===== config.mk =====
export PLATFORM = sky130hd
export DESIGN_NAME = polyline_walker
export DESIGN_NICKNAME = d
export VERILOG_FILES = /design/src/common/draw_pkg.sv /design/src/hdl/polyline_walker.sv
export SDC_FILE = /design/constraint.sdc
export NUM_CORES = 1
export LEC_CHECK = 0
export ABC_AREA = 0
export BUFFER_PORTS_ARGS = -buffer_cell sky130_fd_sc_hd__buf_2
export CAP_MARGIN = 0
export CORE_AREA = 3 3 103 105
export CTS_CLUSTER_SIZE = 24
export DETAILED_ROUTE_END_ITERATION = 7
export DIE_AREA = 0 0 106 108
export PLACE_DENSITY = 0.8
export SYNTH_ARGS = -nofsm -noshare
export SYNTH_HDL_FRONTEND = slang
export SYNTH_SLANG_ARGS = --single-unit

===== constraint.sdc =====
create_clock -name clk -period 2 [get_ports clk]
set_input_delay 0.1 -clock clk [delete_from_list [all_inputs] [get_ports clk]]
set_output_delay 0.1 -clock clk [all_outputs]
set_load 0.01 [all_outputs]

===== src/common/draw_pkg.sv =====
// polyline renderer shared definitions
`default_nettype none

package draw_pkg;

  // geometry
  localparam int coord_w     = 15;  // bit 15 of each point half is a flag
  localparam int point_depth = 256;
  localparam int point_aw    = 8;

  // host register map, byte offsets
  localparam logic [11:0] reg_ctrl   = 12'h000;  // bit 0 start
  localparam logic [11:0] reg_color  = 12'h004;  // 15:0 rgb565
  localparam logic [11:0] reg_status = 12'h008;  // bit 0 busy, 15:8 runs
  localparam logic [11:0] point_base = 12'h400;  // point ram window

  // point word layout
  //   14:0  x
  //   15    discontinue, pen up before this point
  //   30:16 y
  //   31    last point of the list

  typedef logic [coord_w-1:0] coord_t;

  typedef struct packed {
    coord_t      x0;
    coord_t      y0;
    coord_t      x1;
    coord_t      y1;
    logic [15:0] color;
  } line_req_t;

  typedef struct packed {
    coord_t           x;      // min corner
    coord_t           y;
    logic [coord_w:0] len;    // pixel count, never zero
    logic             vertical;
    logic [15:0]      color;
  } hvline_t;

  // st7789 commands used per run
  typedef enum logic [7:0] {
    op_caset = 8'h2A,
    op_raset = 8'h2B,
    op_ramwr = 8'h2C
  } lcd_op_e;

  typedef enum logic [2:0] {
    walk_idle, walk_fetch, walk_wait, walk_decode, walk_offer
  } walk_state_e;

  typedef enum logic [1:0] {bres_idle, bres_step, bres_emit} bres_state_e;

  typedef enum logic [1:0] {lcd_idle, lcd_send, lcd_gap} lcd_state_e;

endpackage

`default_nettype wire


===== src/hdl/polyline_walker.sv =====
// point list walker
`default_nettype none

module polyline_walker (
  input  logic                clk,
  input  logic                reset,
  input  logic                start,
  input  logic [15:0]         color,
  output logic [7:0]          rd_addr,
  input  logic [31:0]         rd_data,
  output draw_pkg::line_req_t line_o,
  output logic                line_valid,
  input  logic                line_ready,
  output logic                walk_busy
);
  import draw_pkg::*;

  walk_state_e state;
  logic [7:0]  addr_q;
  logic        have_pen;   // a pen position exists
  coord_t      pen_x, pen_y;
  coord_t      pt_x, pt_y; // point under decode
  logic        pt_disc;
  logic        pt_last;
  logic [15:0] color_q;    // sampled at start

  assign rd_addr   = addr_q;
  assign walk_busy = (state != walk_idle);

  // control
  always_ff @(posedge clk) begin
    if (reset) begin
      state      <= walk_idle;
      addr_q     <= '0;
      have_pen   <= 1'b0;
      line_valid <= 1'b0;
    end else begin
      case (state)
        walk_idle: if (start) begin
          addr_q   <= '0;
          have_pen <= 1'b0;
          state    <= walk_fetch;
        end
        walk_fetch: state <= walk_wait;  // ram sees address 0
        walk_wait: begin
          addr_q <= addr_q + 8'd1;  // next word reads during decode
          state  <= walk_decode;
        end
        walk_decode: begin
          have_pen <= 1'b1;
          if (have_pen && !pt_disc) begin
            line_valid <= 1'b1;
            state      <= walk_offer;
          end else if (pt_last) begin
            state <= walk_idle;
          end else begin
            state <= walk_wait;
          end
        end
        walk_offer: if (line_ready) begin
          line_valid <= 1'b0;
          state      <= pt_last ? walk_idle : walk_wait;
        end
        default: state <= walk_idle;
      endcase
    end
  end

  // payload
  always_ff @(posedge clk) begin
    if (state == walk_idle && start)
      color_q <= color;
    if (state == walk_wait) begin
      pt_x    <= rd_data[coord_w-1:0];
      pt_disc <= rd_data[15];
      pt_y    <= rd_data[16+coord_w-1:16];
      pt_last <= rd_data[31] | (addr_q == 8'hFF);  // list end or ram end
    end
    if (state == walk_decode) begin
      pen_x     <= pt_x;  // point always becomes the pen
      pen_y     <= pt_y;
      line_o.x0 <= pen_x;
      line_o.y0 <= pen_y;
      line_o.x1 <= pt_x;
      line_o.y1 <= pt_y;
      line_o.color <= color_q;
    end
  end

  a_line_hold : assert property (@(posedge clk) disable iff (reset)
    line_valid && !line_ready |=> $stable(line_o));

endmodule

`default_nettype wire


## Word level (Yosys, flattened, before mapping)

Index checks and enable logic that the tools add are counted.

| operators by class | value |
|---|---|
| $add $sub $neg | 1 |
| equality and inequality tests | 8 |
| multiplexer cells | 12 |
| bitwise logic cells | 1 |
| reduce and logical (&&, ||, !) cells | 12 |

Operator list:

| cell | number |
|---|---|
| $pmux 8 s2 | 1 |
| $pmux 3 s5 | 1 |
| $mux 3 | 3 |
| $add 8x1->8 const B | 1 |
| $eq 8x8->1 const B | 1 |
| $mux 8 | 1 |
| $eq 3x2->1 const B | 2 |
| $ne 2x2->1 const B | 3 |
| $reduce_and 2->1 | 3 |
| $reduce_bool 2->1 | 3 |
| $pmux 1 s2 | 2 |
| $eq 3x1->1 const B | 1 |
| $eq 3x3->1 const B | 1 |
| $logic_not 3->1 | 1 |
| $mux 1 | 3 |
| $reduce_and 3->1 | 1 |
| $reduce_bool 3->1 | 1 |
| $logic_and 1x1->1 | 2 |
| $mux 2 | 1 |
| $logic_not 1->1 | 1 |
| $or 1x1->1 | 1 |

| storage, ports and cells | value |
|---|---|
| register bits | 137 |
| input port bits | 52 |
| output and inout bits | 86 |
| word-level logic and storage cells | 48 |

## Longest topological paths before layout

| depth | value |
|---|---|
| word-level depth | 4 |
| depth in mapped cells | 5 |

## Least setup slack after synthesis

Ideal clock, no wire load.

| path | value |
|---|---|
| path type | register to register |
| start point | register state[2] |
| end point | register addr_q[7] (netlist: rd_addr[7]) |
| library setup time | 121 ps |
| arrival time | 1870 ps |
| data required time | 1879 ps |
| slack | 10 ps |
| cell stages (with the launch flop) | 6 |
| clock period less this slack | 1990 ps |
| cells stage by stage | dfxtp_1 or4b_2 buf_2 inv_1 nor3b_1 mux2_2 |

| between the ends | value |
|---|---|
| word-level cells in the longest chain between the ends | 3 |

Ends and longest elaborated chain:

| element | RTL line | source |
|---|---|---|
| from (decl) | polyline_walker.sv:18 | `walk_state_e state;` |
| from (signal assigned) | polyline_walker.sv:33 | `state <= walk_idle;` |
| from (signal assigned) | polyline_walker.sv:42 | `state <= walk_fetch;` |
| from (signal assigned) | polyline_walker.sv:44 | `walk_fetch: state <= walk_wait;` |
| $eq 3x2->1 / $logic_not 3->1 (equally long branches) | polyline_walker.sv:38 | `case (state)` |
| $reduce_bool 2->1 (no line) / $ne 2x2->1 (equally long branches) | -- |  |
| $reduce_and 2->1 (no line) | -- |  |
| to (signal assigned) | polyline_walker.sv:46 | `addr_q <= addr_q + 8'd1;` |
| to (decl) | polyline_walker.sv:19 | `logic [7:0] addr_q;` |

Several ways; a longest one is shown, not always the timed one.
A chain may end at the register's enable or synchronous reset.

## Worst setup path in the final report

| path | value |
|---|---|
| start point | register state[1] |
| end point | register pt_x[1], enable pin |

| between the ends | value |
|---|---|
| word-level cells in the longest chain between the ends | 1 |

Ends and longest elaborated chain:

| element | RTL line | source |
|---|---|---|
| $eq 3x2->1 | polyline_walker.sv:73 | `if (state == walk_wait) begin` |
| to (signal assigned) | polyline_walker.sv:74 | `pt_x <= rd_data[coord_w-1:0];` |
| to (decl) | polyline_walker.sv:22 | `coord_t pt_x, pt_y;` |

No other way between the ends.

==> results.ini <==
[placed_design]
placed_cell_area_mm2=0.00527
place.gp.congestion=0.826
io_buffers=137
hpwlAfterDp_mm=5.16
place_ws_ns=0.238

[logic_synthesis]
synth_area_per_cell_um2=21.8
ys_types=34
ys_seq_area_share_pct=91.0
yosys_warnings=0
synth_edf_count=124
ys_seq_elements=137
synth_nets=254
netlist_instances=201
synth_ff_type=edfxtp_1
yosysTopAreaCell=edfxtp_1
async_flop_share_pct=0
netlist_top_cells_area=edfxtp_1 85%, dfxtp_1 5.9%, a21oi_1 1.1%, nand2_1 0.77%, nand3_1 0.69%
synth.most_common_cell=edfxtp_1
synth_area_mm2=0.00438
synthTopCellsByCount=124 x edfxtp_1, 13 x dfxtp_1, 10 x a21oi_1
synth_top_area_share_pct=85.0

[timing]
period_share_pct=88.5
finalSetupTns_ns=0
fin_ws_ns=0.230
worst_pin_slew_ns=0.426
slew_viol_final=0
max_freq_mhz=565
rsz0062_at_grt=no
post-route-min-period_ns=1.77
setup_viol=0
relSlewSlack_pct=71.6
finClkSkew_ns=0.00511
finalHoldViolCount=0

[critical_path]
crit_chain=or3b_1 -> clkinv_1 -> buf_12
worstSetupPathType=flip-flop to flip-flop
worstSetupStartpoint=state[1]$_SDFFE_PP0P_
rr_startpoint=state[1]$_SDFFE_PP0P_
cp-end-kind=flip-flop
cp_data_required_time_ns=2.19
r2r_cells=3
cp_slowest_stage_delay_ns=0.53
critPathMaxFanout=32
crit_arrival_ns=1.96
critPathSlowestCell=or3b_1
crit_path_start_kind=flip-flop

[die]
start_util_pct=45.0
pin_count=138
fp.dieW_um=106
std_cell_rows=36
die_h_um=108
dieArea_mm2=0.0114
coreArea_mm2=0.00973

[layout]
syn_to_final_growth_pct=44.3
regArea_mm2=0.00398
design_area_mm2=0.00632
nets=461
fill_cells=705
multiInputGateArea_um2=370
layout-drive-gt1-share_pct=40.6
final_util_pct=65.0
n_antenna_cell=0

[run]
drv_cap=0

[detailed_routing]
wl_per_cell_um=14.5
vias=2566
drtAntennaViolNets=0
drtPass1Iterations=5
drt_wl_total_mm=8.04
via_per_inst=4.63
drtIter0Drc=155
drc_errors=0

[clocking]
ctsRootBufferMaster=clkbuf_8
clk_pin_slew_worst_paths_ns=0.06
clockBufferDepth=2
htree_levels=4
clk_latency_ns=0.50
cts_buffers=17
clock-sinks=137
tritoncts=yes

[global_route]
antenna_found_initial=0
grt_first_pass_wirelength_mm=12.5
grt_max_degree=79
overflow=0
globalRouteTotalUtil_pct=14.8
grt_pass1_vias=2557

[hold_path]
hold_class=input pin to flip-flop
hp-start=start
min_path_cells=4

[power_and_ir_drop]
switching_share_pct=19.2
powerDensity_mw_per_mm2=999
internal-power_mw=5.10
p_comb_share_pct=3.9
clkPwrFrac_pct=45.0
peakVddDrop_v=0.000489
p_sw_mw=1.21
seqPwrFrac_pct=51.1
p_leak_nw=2.37

[status]
outcome=finished, final reports clean

==> metal layers <==
metal	wire (um)	part of all wire, %	up-vias	GRT usage [%]
met5	0	0	-	0
met2	4150	52	108	25.0
met1	3230	40	1223	16.5
met4	131	1.6	0	7.03
li1	-	-	1220	-
met3	534	6.6	15	5.79
==> cell usage in the layout, fill, tap and decap left out, types with 2 or more instances in the layout <==
cell type      count
a21oi_1           10
a311oi_1           2
buf_12             2
buf_2            137
buf_4              2
bufinv_16          2
clkbuf_1           3
clkbuf_16         16
clkinv_1           4
clkinvlp_4         3
dfxtp_1           13
dlygate4sd3_1     50
edfxtp_1         124
inv_6              2
nand2_1            9
nand2b_1           3
nand3_1            6
nor2_1             4
o211ai_1           2
o311ai_0           2
or3_1              2
or4_1              2
==> power groups by stage <==
stage	Sequential (mW)	Combinational (mW)	Clock, mW
floorplan	3.29	0.0623	0
finish	3.23	0.247	2.84
CTS	3.23	0.250	2.93
detailed placement	3.29	0.172	0
global placement	3.28	0.165	0
global route	3.23	0.269	3.07
==> cell type report <==
| type | instances | share of cell area (%) |
|---|---|---|
| multi-input combinational | 59 | 5.86 |
| clock buffer | 20 | 6.73 |
| inverter | 2 | 0.119 |
| sequential | 137 | 63.0 |
| clock inverter | 12 | 1.98 |
| tap | 133 | 2.63 |
| timing repair buffer | 191 | 19.6 |
==> final timing paths <==
path,endpoint,slack [ns]
setup reg to reg,pt_x[1]$_DFFE_PP_,0.23
hold / removal,state[1]$_SDFFE_PP0P_,0.05
setup / recovery,pt_x[1]$_DFFE_PP_,0.23
hold reg to reg,pen_x[7]$_DFFE_PP_,0.42
==> cell families after synthesis <==
family	Yosys count	share of synthesized area [%]
and+or+nand+nor	37	4.91
DFF	137	91.0
muxes	1	0.257
AOI/OAI and AO/OA	20	2.94
buffers and inverters	5	0.628
adders and majority gates	1	0.286
==> worst max-delay path, delay by kind of cell, from the launching register on <==
kind | cells | cell delay (ns)
and+or+nand+nor | 1 | 0.53
DFF | 1 | 0.45
buffers and inverters | 2 | 0.46
==> repair_timing <==
action / 4_1_cts / 5_1_grt
setup buffers: 0 / 0
hold buffers: 50 / 0
gates resized for setup: 0 / 0
endpoints found under the hold margin: 59 / 0
==> stage by stage <==
stage | hold slack, ns | total power [mW] | instances
after CTS | 0.0225 | 6.40 | 554
after floorplan | 0.172 | 3.35 | 201
final | 0.0507 | 6.32 | 554
after global routing | 0.0524 | 6.57 | 554
after detailed placement | 0.278 | 3.46 | 472
after global placement | 0.277 | 3.44 | 472
==> sequential cells by signal (all words and copies together), names as in the netlist <==
signal and count:
color_q 16, have_pen 1, line_o 46, line_valid 1, pen_x 15, pen_y 15
pt_disc 1, pt_last 1, pt_x 15, pt_y 15, rd_addr 8, state 3
Power figures use the tool's default switching activity.
