[config.mk]
export PLATFORM = sky130hd
export DESIGN_NAME = bresenham_runs
export DESIGN_NICKNAME = d
export VERILOG_FILES = /design/src/common/draw_pkg.sv /design/src/line/bresenham_runs.sv
export SDC_FILE = /design/constraint.sdc
export NUM_CORES = 1
export LEC_CHECK = 0
export BUFFER_PORTS_ARGS = -buffer_cell sky130_fd_sc_hd__buf_2
export CORE_AREA = 10 10 219 221
export CTS_CLUSTER_DIAMETER = 50
export DETAILED_ROUTE_END_ITERATION = 10
export DIE_AREA = 0 0 229 231
export GPL_TIMING_DRIVEN = 1
export PLACE_DENSITY = 0.65
export SLEW_MARGIN = 15
export SYNTH_ARGS = -nofsm -noshare
export SYNTH_HDL_FRONTEND = slang
export SYNTH_SLANG_ARGS = --single-unit
[constraint.sdc]
create_clock -name clk -period 7.7 [get_ports clk]
set_input_delay 1.155 -clock clk [delete_from_list [all_inputs] [get_ports clk]]
set_output_delay 1.155 -clock clk [all_outputs]
set_load 0.005 [all_outputs]
[src/common/draw_pkg.sv]
// polyline renderer shared definitions
`default_nettype none

package draw_pkg;

  // geometry
  localparam int coord_w     = 15;  // bit 15 of each point half is a flag
  localparam int point_depth = 256;
  localparam int point_aw    = 8;

  // host register map, byte offsets
  localparam logic [11:0] reg_ctrl   = 12'h000;  // bit 0 start
  localparam logic [11:0] reg_color  = 12'h004;  // 15:0 rgb565
  localparam logic [11:0] reg_status = 12'h008;  // bit 0 busy, 15:8 runs
  localparam logic [11:0] point_base = 12'h400;  // point ram window

  // point word layout
  //   14:0  x
  //   15    discontinue, pen up before this point
  //   30:16 y
  //   31    last point of the list

  typedef logic [coord_w-1:0] coord_t;

  typedef struct packed {
    coord_t      x0;
    coord_t      y0;
    coord_t      x1;
    coord_t      y1;
    logic [15:0] color;
  } line_req_t;

  typedef struct packed {
    coord_t           x;      // min corner
    coord_t           y;
    logic [coord_w:0] len;    // pixel count, never zero
    logic             vertical;
    logic [15:0]      color;
  } hvline_t;

  // st7789 commands used per run
  typedef enum logic [7:0] {
    op_caset = 8'h2A,
    op_raset = 8'h2B,
    op_ramwr = 8'h2C
  } lcd_op_e;

  typedef enum logic [2:0] {
    walk_idle, walk_fetch, walk_wait, walk_decode, walk_offer
  } walk_state_e;

  typedef enum logic [1:0] {bres_idle, bres_step, bres_emit} bres_state_e;

  typedef enum logic [1:0] {lcd_idle, lcd_send, lcd_gap} lcd_state_e;

endpackage

`default_nettype wire

[src/line/bresenham_runs.sv]
// bresenham line to run converter
`default_nettype none

module bresenham_runs (
  input  logic                clk,
  input  logic                reset,
  input  draw_pkg::line_req_t line_i,
  input  logic                line_valid,
  output logic                line_ready,
  output draw_pkg::hvline_t   run_o,
  output logic                run_valid,
  input  logic                run_ready,
  output logic                bres_busy
);
  import draw_pkg::*;

  bres_state_e state;

  // setup from the incoming segment
  coord_t in_dx, in_dy;

  // stepper
  coord_t                  cur_x, cur_y, end_x, end_y;
  logic                    sx, sy;        // 1 = increasing
  logic                    xmajor;
  logic signed [coord_w+3:0] err, e2, dx_s, dy_s, err_nx;
  logic [15:0]             color_q;
  logic                    xstep, ystep, at_end, close_run;
  logic                    last_run;

  // run under construction
  coord_t           run_x, run_y, nx_x, nx_y;
  logic [coord_w:0] run_len, nx_len;

  assign line_ready = (state == bres_idle);
  assign bres_busy  = (state != bres_idle);

  assign in_dx = (line_i.x1 >= line_i.x0) ? line_i.x1 - line_i.x0 : line_i.x0 - line_i.x1;
  assign in_dy = (line_i.y1 >= line_i.y0) ? line_i.y1 - line_i.y0 : line_i.y0 - line_i.y1;

  assign e2     = err <<< 1;
  assign xstep  = (e2 > -dy_s);
  assign ystep  = (e2 < dx_s);
  assign err_nx = err - (xstep ? dy_s : '0) + (ystep ? dx_s : '0);
  assign at_end = (cur_x == end_x) && (cur_y == end_y);
  assign close_run = at_end || (xmajor ? ystep : xstep);  // minor axis moves

  // current pixel appended to the run, min corner kept
  always_comb begin
    if (run_len == '0) begin
      nx_x   = cur_x;
      nx_y   = cur_y;
      nx_len = 1;
    end else begin
      nx_x   = (cur_x < run_x) ? cur_x : run_x;
      nx_y   = (cur_y < run_y) ? cur_y : run_y;
      nx_len = run_len + 1'b1;
    end
  end

  always_ff @(posedge clk) begin
    if (reset) begin
      state     <= bres_idle;
      run_valid <= 1'b0;
    end else begin
      case (state)
        bres_idle: if (line_valid) state <= bres_step;
        bres_step: if (close_run) begin
          run_valid <= 1'b1;
          state     <= bres_emit;
        end
        bres_emit: if (run_ready) begin
          run_valid <= 1'b0;
          state     <= last_run ? bres_idle : bres_step;
        end
        default: state <= bres_idle;
      endcase
    end
  end

  always_ff @(posedge clk) begin
    case (state)
      bres_idle: begin
        cur_x   <= line_i.x0;
        cur_y   <= line_i.y0;
        end_x   <= line_i.x1;
        end_y   <= line_i.y1;
        sx      <= (line_i.x1 >= line_i.x0);
        sy      <= (line_i.y1 >= line_i.y0);
        dx_s    <= signed'({4'b0000, in_dx});
        dy_s    <= signed'({4'b0000, in_dy});
        err     <= signed'({4'b0000, in_dx}) - signed'({4'b0000, in_dy});
        xmajor  <= (in_dx >= in_dy);
        color_q <= line_i.color;
        run_len <= '0;
      end
      bres_step: begin
        run_x   <= nx_x;
        run_y   <= nx_y;
        run_len <= nx_len;
        if (close_run) begin
          run_o.x        <= nx_x;
          run_o.y        <= nx_y;
          run_o.len      <= nx_len;
          run_o.vertical <= ~xmajor;
          run_o.color    <= color_q;
          last_run       <= at_end;
        end
        if (!at_end) begin  // advance one pixel
          err <= err_nx;
          if (xstep) cur_x <= sx ? cur_x + 1'b1 : cur_x - 1'b1;
          if (ystep) cur_y <= sy ? cur_y + 1'b1 : cur_y - 1'b1;
        end
      end
      bres_emit: if (run_ready) run_len <= '0;  // fresh run next
      default: ;
    endcase
  end

  a_run_len : assert property (@(posedge clk) disable iff (reset)
    run_valid |-> (run_o.len != '0));

endmodule

`default_nettype wire

Yosys cells after proc, flatten, opt, wreduce, memory -nomap -nowiden:

Index checks and enable logic that the tools add are counted.

* flip-flop bits (word level): 241
* input bits: 80
* logic and storage cells: 98

* add/subtract/negate cells: 13
* magnitude comparators: 7
* equality and inequality tests: 10
* multiplexer cells: 30
* bitwise gates (word level): 1
* reductions and logical operators: 15

Operators by type and width (count)
* $mux 15: 14
* $pmux 15 s2: 2
* $sub 15x15->15: 4
* $pmux 16 s3: 1
* $ge 15x15->1: 3
* $pmux 19 s2: 1
* $mux 16: 2
* $add 15x1->15 const B: 2
* $eq 15x15->1: 2
* $lt 15x15->1: 2
* $sub 15x1->15 const B: 2
* $add 19x15->19: 1
* $gt 19x19->1: 1
* $lt 19x16->1: 1
* $mux 19: 1
* $neg 15->19: 1
* $sub 19x15->19: 1
* $add 16x1->16 const B: 1
* $logic_not 16->1: 1
* $sub 15x15->16: 1
* $ne 2x2->1 const B: 6
* $reduce_and 3->1: 4
* $mux 2: 3
* $pmux 2 s3: 1
* other kinds (11): 18

Depth between registers and ports, before layout:

Gate-level depths: netlist of run 1.

* depth after elaboration: 7
* mapped depth: 28
* gate-level depth less buffers: 27

Worst setup path after synthesis of run 1:

OpenSTA, ideal clock, no wires.

* kind: register to register
* start: register dy_s[2]
* end: register last_run, enable pin
* setup time: 0.487 ns
* arrival time: 5.539 ns
* path slack: 1.674 ns
* stages on the path, launching flop included: 15
* period minus slack after synthesis: 6.026 ns
* cells stage by stage: edfxtp_1 -> nor2_1 -> nand2_1 -> nor3_1 -> nand2_1 -> nor4_1 -> xor2_1 -> ha_1 -> nand4_1 -> nor2_1 -> and4_1 -> o21ai_0 -> a21oi_1 -> a211oi_4 -> nor2_1

* longest elaborated chain between the ends: 5

RTL lines
* start: declaration: line bresenham_runs.sv:26 `logic signed [coord_w+3:0] err, e2, dx_s, dy_s, err_nx;`
* start signal: assignment: line bresenham_runs.sv:91 `dy_s <= signed'({4'b0000, in_dy});`
* $neg 15->19: line bresenham_runs.sv:42 `assign xstep = (e2 > -dy_s);`
* $gt 19x19->1: line bresenham_runs.sv:42
* $mux 1: line bresenham_runs.sv:46 `assign close_run = at_end || (xmajor ? ystep : xstep);`
* $logic_or 1x1->1: line bresenham_runs.sv:46
* $reduce_and 2->1 (no line)
* end signal: assignment: line bresenham_runs.sv:107 `last_run <= at_end;`
* end: declaration: line bresenham_runs.sv:29 `logic last_run;`

No other way between the ends.
A chain may end at the register's enable or synchronous reset.

Worst setup path after layout of run 1:

* start: register dy_s[2]
* end: register err[16], data pin

* longest elaborated chain between the ends: 7

RTL lines
* $neg 15->19: line bresenham_runs.sv:42
* $gt 19x19->1: line bresenham_runs.sv:42
* $mux 15 (*): line bresenham_runs.sv:44 `assign err_nx = err - (xstep ? dy_s : '0) + (ystep ? dx_s : '0);`
* $sub 19x15->19 (*): line bresenham_runs.sv:44
* $add 19x15->19 (*): line bresenham_runs.sv:44
* $mux 19 (*): line bresenham_runs.sv:109 `if (!at_end) begin`
* $pmux 19 s2 (*): line bresenham_runs.sv:82 `case (state)`
* end signal: assignment: line bresenham_runs.sv:92 `err <= signed'({4'b0000, in_dx}) - signed'({4'b0000, in_dy});`
* end signal: assignment: line bresenham_runs.sv:110 `err <= err_nx;`
* end: declaration: line bresenham_runs.sv:26

Every way passes the cells marked *; elsewhere a longest branch is shown, timed or not. The select of a mux whose other input is x is not followed.

==> results.sh, run 1 <==
export IMPL_syn_to_final_growth_pct=15.1
export IMPL_r2r_start="dy_s[2]"
export IMPL_grt_max_degree=74
export IMPL_cts_root_buf="clkbuf_16"
export IMPL_cts_hold_buf=0
export IMPL_core_area_mm2=0.0437
export IMPL_setup_violations=0
export IMPL_hold_depth=0
export IMPL_start_util_pct=39.5
export IMPL_path_class="reg2reg"
export IMPL_synth_top_cell_area_share_pct=41.2
export IMPL_synthTopCellsByArea="edfxtp_1, ha_1, inv_1, xor2_1, xnor2_1"
export IMPL_power_switching_uw=4510
export IMPL_grt_busiest_layer="met2"
export IMPL_dieArea_mm2=0.0529
export IMPL_synth_edf_count=237
export IMPL_tritoncts="yes"
export IMPL_synth_common_cells="edfxtp_1, inv_1, ha_1"
export IMPL_synth_nets=1964
export IMPL_arrival_ns=6.39
export IMPL_powerDensity_mw_per_mm2=509
export IMPL_r2r_slack_ns=1.57
export IMPL_yosys_warnings=0
export IMPL_cts_buffers=36
export IMPL_avgSynthCellArea_um2=10.3
export IMPL_die_w_um=229
export IMPL_use_met3_pct=5.81
export IMPL_fin_crit_ns=6.13
export IMPL_use_met1_pct=23.9
export IMPL_drtAntennaViolNets=0
export IMPL_p_clk_share_pct=15.9
export IMPL_ys_flop_type="edfxtp_1"
export IMPL_clock_skew_ns=0.0239
export IMPL_routed_wl_mm=47.8
export IMPL_dp_cells=2385
export IMPL_p_total_uw=10100
export IMPL_outcome="finished clean"
export IMPL_synthArstFlopShare_pct=0
export IMPL_hold_path_end="run_o[11]"
export IMPL_fp_dieH_um=231
export IMPL_synth_top_area_cell="edfxtp_1"
export IMPL_clock_fmax_mhz=163
export IMPL_dp_final_hpwl_mm=37.4
export IMPL_fin_crit_sh_pct=79.6
export IMPL_synth_most_common_cell="edfxtp_1"
export IMPL_use_met2_pct=27.2
export IMPL_vias=13200
export IMPL_hold_violations=0
export IMPL_cp_start_kind="flop"
export IMPL_fin_cells=2461
export IMPL_grt_pass1_vias=13200
export IMPL_fillCellCount=4201
export IMPL_path_clk_slew_ns=0.06
export IMPL_p_sw_share_pct=44.6
export IMPL_numPortBuffers=145
export IMPL_tns_ns=0
export IMPL_vias_per_cell=5.35
export IMPL_maxSlewHeadroom_pct=35.4
export IMPL_grt_usage_pct=17.8
export IMPL_required_ns=7.97
export IMPL_synth_seq_cells=240
export IMPL_clock_sinks=240
export IMPL_combPwrFrac_pct=56.8
export IMPL_crit_fanout=17
export IMPL_drv_cap=0
export IMPL_min_from="color_q[11]"
export IMPL_row_count=77
export IMPL_leakagePower_uw=0.00873
export IMPL_regToRegEndpoint="err[16]"
export IMPL_netlist_area_mm2=0.0173
export IMPL_drt_iter0_markers=1279
export IMPL_antenna_found_initial=19
export IMPL_post_drt_wl_per_cell_um=19.4
export IMPL_synth_seq_area_share_pct=41.6
export IMPL_drt_first_pass_iters=5
export IMPL_gp_congestion=0.946
export IMPL_drive_gt1_share_pct=14.1
export IMPL_rsz0062_at_grt="no"
export IMPL_r2r_worst_path_cells=26
export IMPL_p_int_uw=5600
export IMPL_max_clock_path_buffers=3
export IMPL_drc_errors=0
export IMPL_power_frac_seq_pct=27.3
export IMPL_maxSlewViolCount=0
export IMPL_worst_slew_pin_slew_ns=0.961
export IMPL_htree_levels=2
export IMPL_ys_types=73
export IMPL_clk_latency_ns=0.56
export IMPL_synth_cells=1681
export IMPL_hp_class="reg2reg"
export IMPL_grt_overflow_total=0
export IMPL_io_pins=146
export IMPL_grt_pass1_wl_mm=74.8
export IMPL_irDropWorstVdd_v=0.000281
export IMPL_cp_end_kind="flop"
export IMPL_ctsResizeCount=0
export IMPL_postCtsSetupRepairBufs=0
export IMPL_fin_nets=2114
-- sequential cells by signal (all words and copies together) (netlist names), 2 cells and up --
name / cells
dx_s: 15
run_x: 15
color_q: 16
cur_y: 15
run_o: 63
end_y: 15
err: 18
end_x: 15
run_len: 16
cur_x: 15
dy_s: 15
state: 2
run_y: 15
-- placed cells by master, fill, tap and decap left out, types with 13 or more instances in the layout --
master and n:
a21oi_1 75, ha_1 181, edfxtp_1 237, nor4_1 13, o21ai_0 90, nand3_1 67
o21a_1 21, a211oi_1 13, buf_2 145, fa_1 22, o311a_1 14, nor2_1 88
o21bai_1 16, nand2_1 111, and3_1 14, buf_4 14, a21o_1 49, xnor2_1 64
o211ai_1 20, and2_1 34, inv_1 192, nor2b_1 14, a31oi_1 14, clkbuf_16 36
nor3_1 41, mux2i_1 24, xor2_1 76
-- power by group through the flow --
stage	logic (uW)	registers [uW]	clock network, uW
2_1_floorplan	4290	2620	0
3_3_place_gp	5500	2780	0
3_5_place_dp	5660	2780	0
4_1_cts	5720	2760	1650
5_1_grt	6470	2830	1710
6_report	5750	2760	1610
-- metrics by stage --
step	cell area [um^2]	hold slack, ns	utilization [%]	setup slack [ns]
after floorplan	17300	0.400	-	1.67
after global placement	18700	0.401	42.7	1.58
after detailed placement	18700	0.405	42.7	1.44
after CTS	19800	0.417	45.4	1.65
after global routing	19900	0.421	45.4	1.05
final	19900	0.417	45.4	1.57
-- kinds of logic (layout without fill, tap and decap cells) --
family,count (synthesis),count (layout),share of synthesized area [%]
AO/OA/AOI/OAI,376,376,14.9
XOR/XNOR,140,140,7.10
adder cells (fa/ha/maj),203,203,15.7
buffers and inverters,241,417,5.42
flip-flops,240,240,41.6
multiplexers,46,46,3.04
other,0,12,0
AND/OR/NAND/NOR,435,435,12.3
-- worst max-delay path by stage --
stage	startpoint	endpoint	slack, ns	cells past startpoint
2_1_floorplan	dy_s[2]	last_run	1.67	14
3_3_place_gp	line_i[32]	xmajor	1.58	19
3_5_place_dp	line_i[32]	xmajor	1.44	19
4_1_cts	dy_s[2]	err[17]	1.65	26
5_1_grt	dy_s[2]	err[16]	1.05	26
6_report	dy_s[2]	err[16]	1.57	26
-- layer usage --
metal | vias up | share of wire, %
li1 | 6393 | -
met1 | 6233 | 45
met2 | 430 | 43
met3 | 87 | 9.9
met4 | 14 | 2.1
met5 | - | 0.18
-- area by class of cell --
cell class / instances / area [um^2] / share of cell area [%]
inverters: 193 / 726 / 3.65
multi-input cells: 1200 / 9190 / 46.2
clock buffers: 40 / 916 / 4.61
flip-flops and latches: 240 / 7180 / 36.1
repair buffers: 160 / 842 / 4.24
diodes: 12 / 30.0 / 0.151
well taps: 592 / 741 / 3.73
clock inverters: 24 / 259 / 1.30
-- critical path, cell delays in order (launching register included) --
cell and delay (ns):
edfxtp_1 0.43, nor2_1 0.26, nand2_1 0.12, nor3_1 0.37, nand2_1 0.21, nor4_1 0.26, xor2_1 0.12, ha_1 0.20
a21o_1 0.17, a21o_1 0.17, a211oi_1 0.23, o31ai_1 0.10, a311oi_1 0.23, a21oi_1 0.09, buf_4 0.21, and2_1 0.19
fa_1 0.51, inv_1 0.05, ha_1 0.32, nor2b_1 0.16, o21a_1 0.17, o21ai_0 0.31, a21o_1 0.26, o211ai_1 0.15
a41oi_1 0.29, xor2_1 0.15, o21ai_0 0.08
Power figures use the tool's default switching activity.
==> run 2, diff against run 1 <==
clock period = 5.9 ns   (was 7.7 ns; I/O delays follow)
==> run 2 against run 1 <==
  * Register-to-register slack got worse by 1.2 ns
  * Core utilization rose by 0.44 points
  * Clock power rose by 34%
  * Clock skew fell by 0.0014 ns
  * Final cell count rose by 0.16%
  * Non-clock buffer count rose by 19
  * Final area rose by 0.96%
  * Sequential share of layout area fell by 0.34 points
  * Combinational power rose by 35%
  * Largest cell class unchanged
==> results.sh, run 2 (synthesized netlist as in run 1, its figures left out) <==
export IMPL_grt_overflow_total=0
export IMPL_tritoncts="yes"
export IMPL_drv_cap=0
export IMPL_setup_violations=0
export IMPL_required_ns=6.16
export IMPL_crit_fanout=6
export IMPL_fin_nets=2132
export IMPL_clk_latency_ns=0.56
export IMPL_gp_congestion=0.913
export IMPL_cts_hold_buf=0
export IMPL_outcome="finished clean"
export IMPL_dp_final_hpwl_mm=37.6
export IMPL_core_area_mm2=0.0437
export IMPL_leakagePower_uw=0.00885
export IMPL_cpMostUsedCell="a21o_1"
export IMPL_numPortBuffers=145
export IMPL_worst_slack_ns=0.355
export IMPL_drive_gt1_share_pct=15.5
export IMPL_irDropWorstVdd_v=0.000338
export IMPL_clock_skew_ns=0.0225
export IMPL_tns_ns=0
export IMPL_reg_top3="run_o (63), err (18)"
export IMPL_routed_wl_mm=48.3
export IMPL_drt_first_pass_iters=5
export IMPL_antenna_found_initial=10
export IMPL_placed_cell_area_mm2=0.0188
export IMPL_post_drt_wl_per_cell_um=19.6
export IMPL_critical_path_slowest_cell="fa_1"
export IMPL_grt_max_degree=74
export IMPL_drt_iter0_markers=1190
export IMPL_worst_slew_pin_slew_ns=1.00
export IMPL_fin_crit_ns=5.55
export IMPL_vias=13400
export IMPL_drtAntennaViolNets=0
export IMPL_largest_reg_flops=63
export IMPL_cts_buffers=35
export IMPL_largest_register="run_o"
export IMPL_io_pins=146
export IMPL_grt_usage_pct=17.8
export IMPL_powerDensity_mw_per_mm2=674
export IMPL_path_clk_slew_ns=0.06
export IMPL_fp_dieH_um=231
export IMPL_cp_start_kind="flop"
export IMPL_die_w_um=229
export IMPL_hold_violations=0
export IMPL_drc_errors=0
export IMPL_fin_crit_sh_pct=94.0
export IMPL_preCtsSetupSlack_ns=0.0210
export IMPL_grt_pass1_wl_mm=74.5
export IMPL_htree_levels=2
export IMPL_timing_hold_ws_ns=0.418
export IMPL_row_count=77
export IMPL_clock_sinks=240
export IMPL_cp_end_kind="flop"
export IMPL_path_class="reg2reg"
export IMPL_maxSlewHeadroom_pct=32.7
export IMPL_start_util_pct=39.5
export IMPL_p_total_uw=13500
export IMPL_vias_per_cell=5.42
export IMPL_dieArea_mm2=0.0529
export IMPL_layout_common_cells="edfxtp_1, inv_1, ha_1"
export IMPL_arrival_ns=5.80
export IMPL_layout_commonest_cell="edfxtp_1"
export IMPL_maxSlewViolCount=0
export IMPL_slowest_delay_ns=0.50
export IMPL_cts_root_buf="clkbuf_16"
export IMPL_max_clock_path_buffers=3
export IMPL_hp_class="reg2reg"
export IMPL_clock_fmax_mhz=180
export IMPL_syn_to_final_growth_pct=16.2
export IMPL_final_design_area_no_fill_mm2=0.0201
export IMPL_grt_pass1_vias=13100
-- run 2: changes by cell type in the layout (fill, tap and decap cells not counted), sizes merged --
cell,delta
buf,+19
diode,-10
inv,-2
clkbuf,-5
clkinvlp,-2
clkinv,+2
bufinv,+2
-- run 2: repair_timing --
item,4_1_cts,5_1_grt
resized for setup,0,16
buffers inserted,0,1
setup endpoints to repair,0,13
-- run 2: metrics by stage --
stage          utilization [%]  cells
2_1_floorplan                -   1681
3_3_place_gp              43.0   2402
3_5_place_dp              43.0   2403
4_1_cts                   45.7   2462
5_1_grt                   45.9   2463
6_report                  45.9   2465
-- run 2: metal layers --
| metal | vias up | GRT usage [%] | share of wire (%) |
|---|---|---|---|
| li1 | 6404 | - | - |
| met1 | 6420 | 24.0 | 45 |
| met2 | 430 | 27.1 | 44 |
| met3 | 86 | 5.37 | 8.0 |
| met4 | 12 | 4.72 | 2.3 |
| met5 | - | 0 | 0.15 |
-- run 2: critical path: cells and delay by family, from the launching register on --
kind | cells | cell delay [ns]
simple gates | 7 | 1.10
fa+ha+maj | 3 | 1.11
buf+inv | 1 | 0.04
xor+xnor | 2 | 0.35
flops | 1 | 0.47
compound gates | 12 | 2.19
-- run 2: final timing paths --
path | startpoint | to | slack (ns) | cells past startpoint
setup / recovery | dy_s[2] | err[16] | 0.35 | 25
hold / removal | color_q[8] | run_o[8] | 0.42 | 0
setup reg to reg | dy_s[2] | err[16] | 0.35 | 25
hold reg to reg | color_q[8] | run_o[8] | 0.42 | 0
-- run 2: layout make-up --
class,count,area (um^2)
timing repair buffer,179,981
tap,592,741
inverter,193,724
antenna,2,5.00
clock buffer,35,876
sequential,240,7180
clock inverter,24,314
multi-input combinational,1200,9250
fill,4157,23700
-- run 2: power breakdown --
part           internal [uW]  switching, uW  leakage [uW]
clock network           1320            832      0.000582
logic                   3130           4660       0.00588
registers               3000            572       0.00238
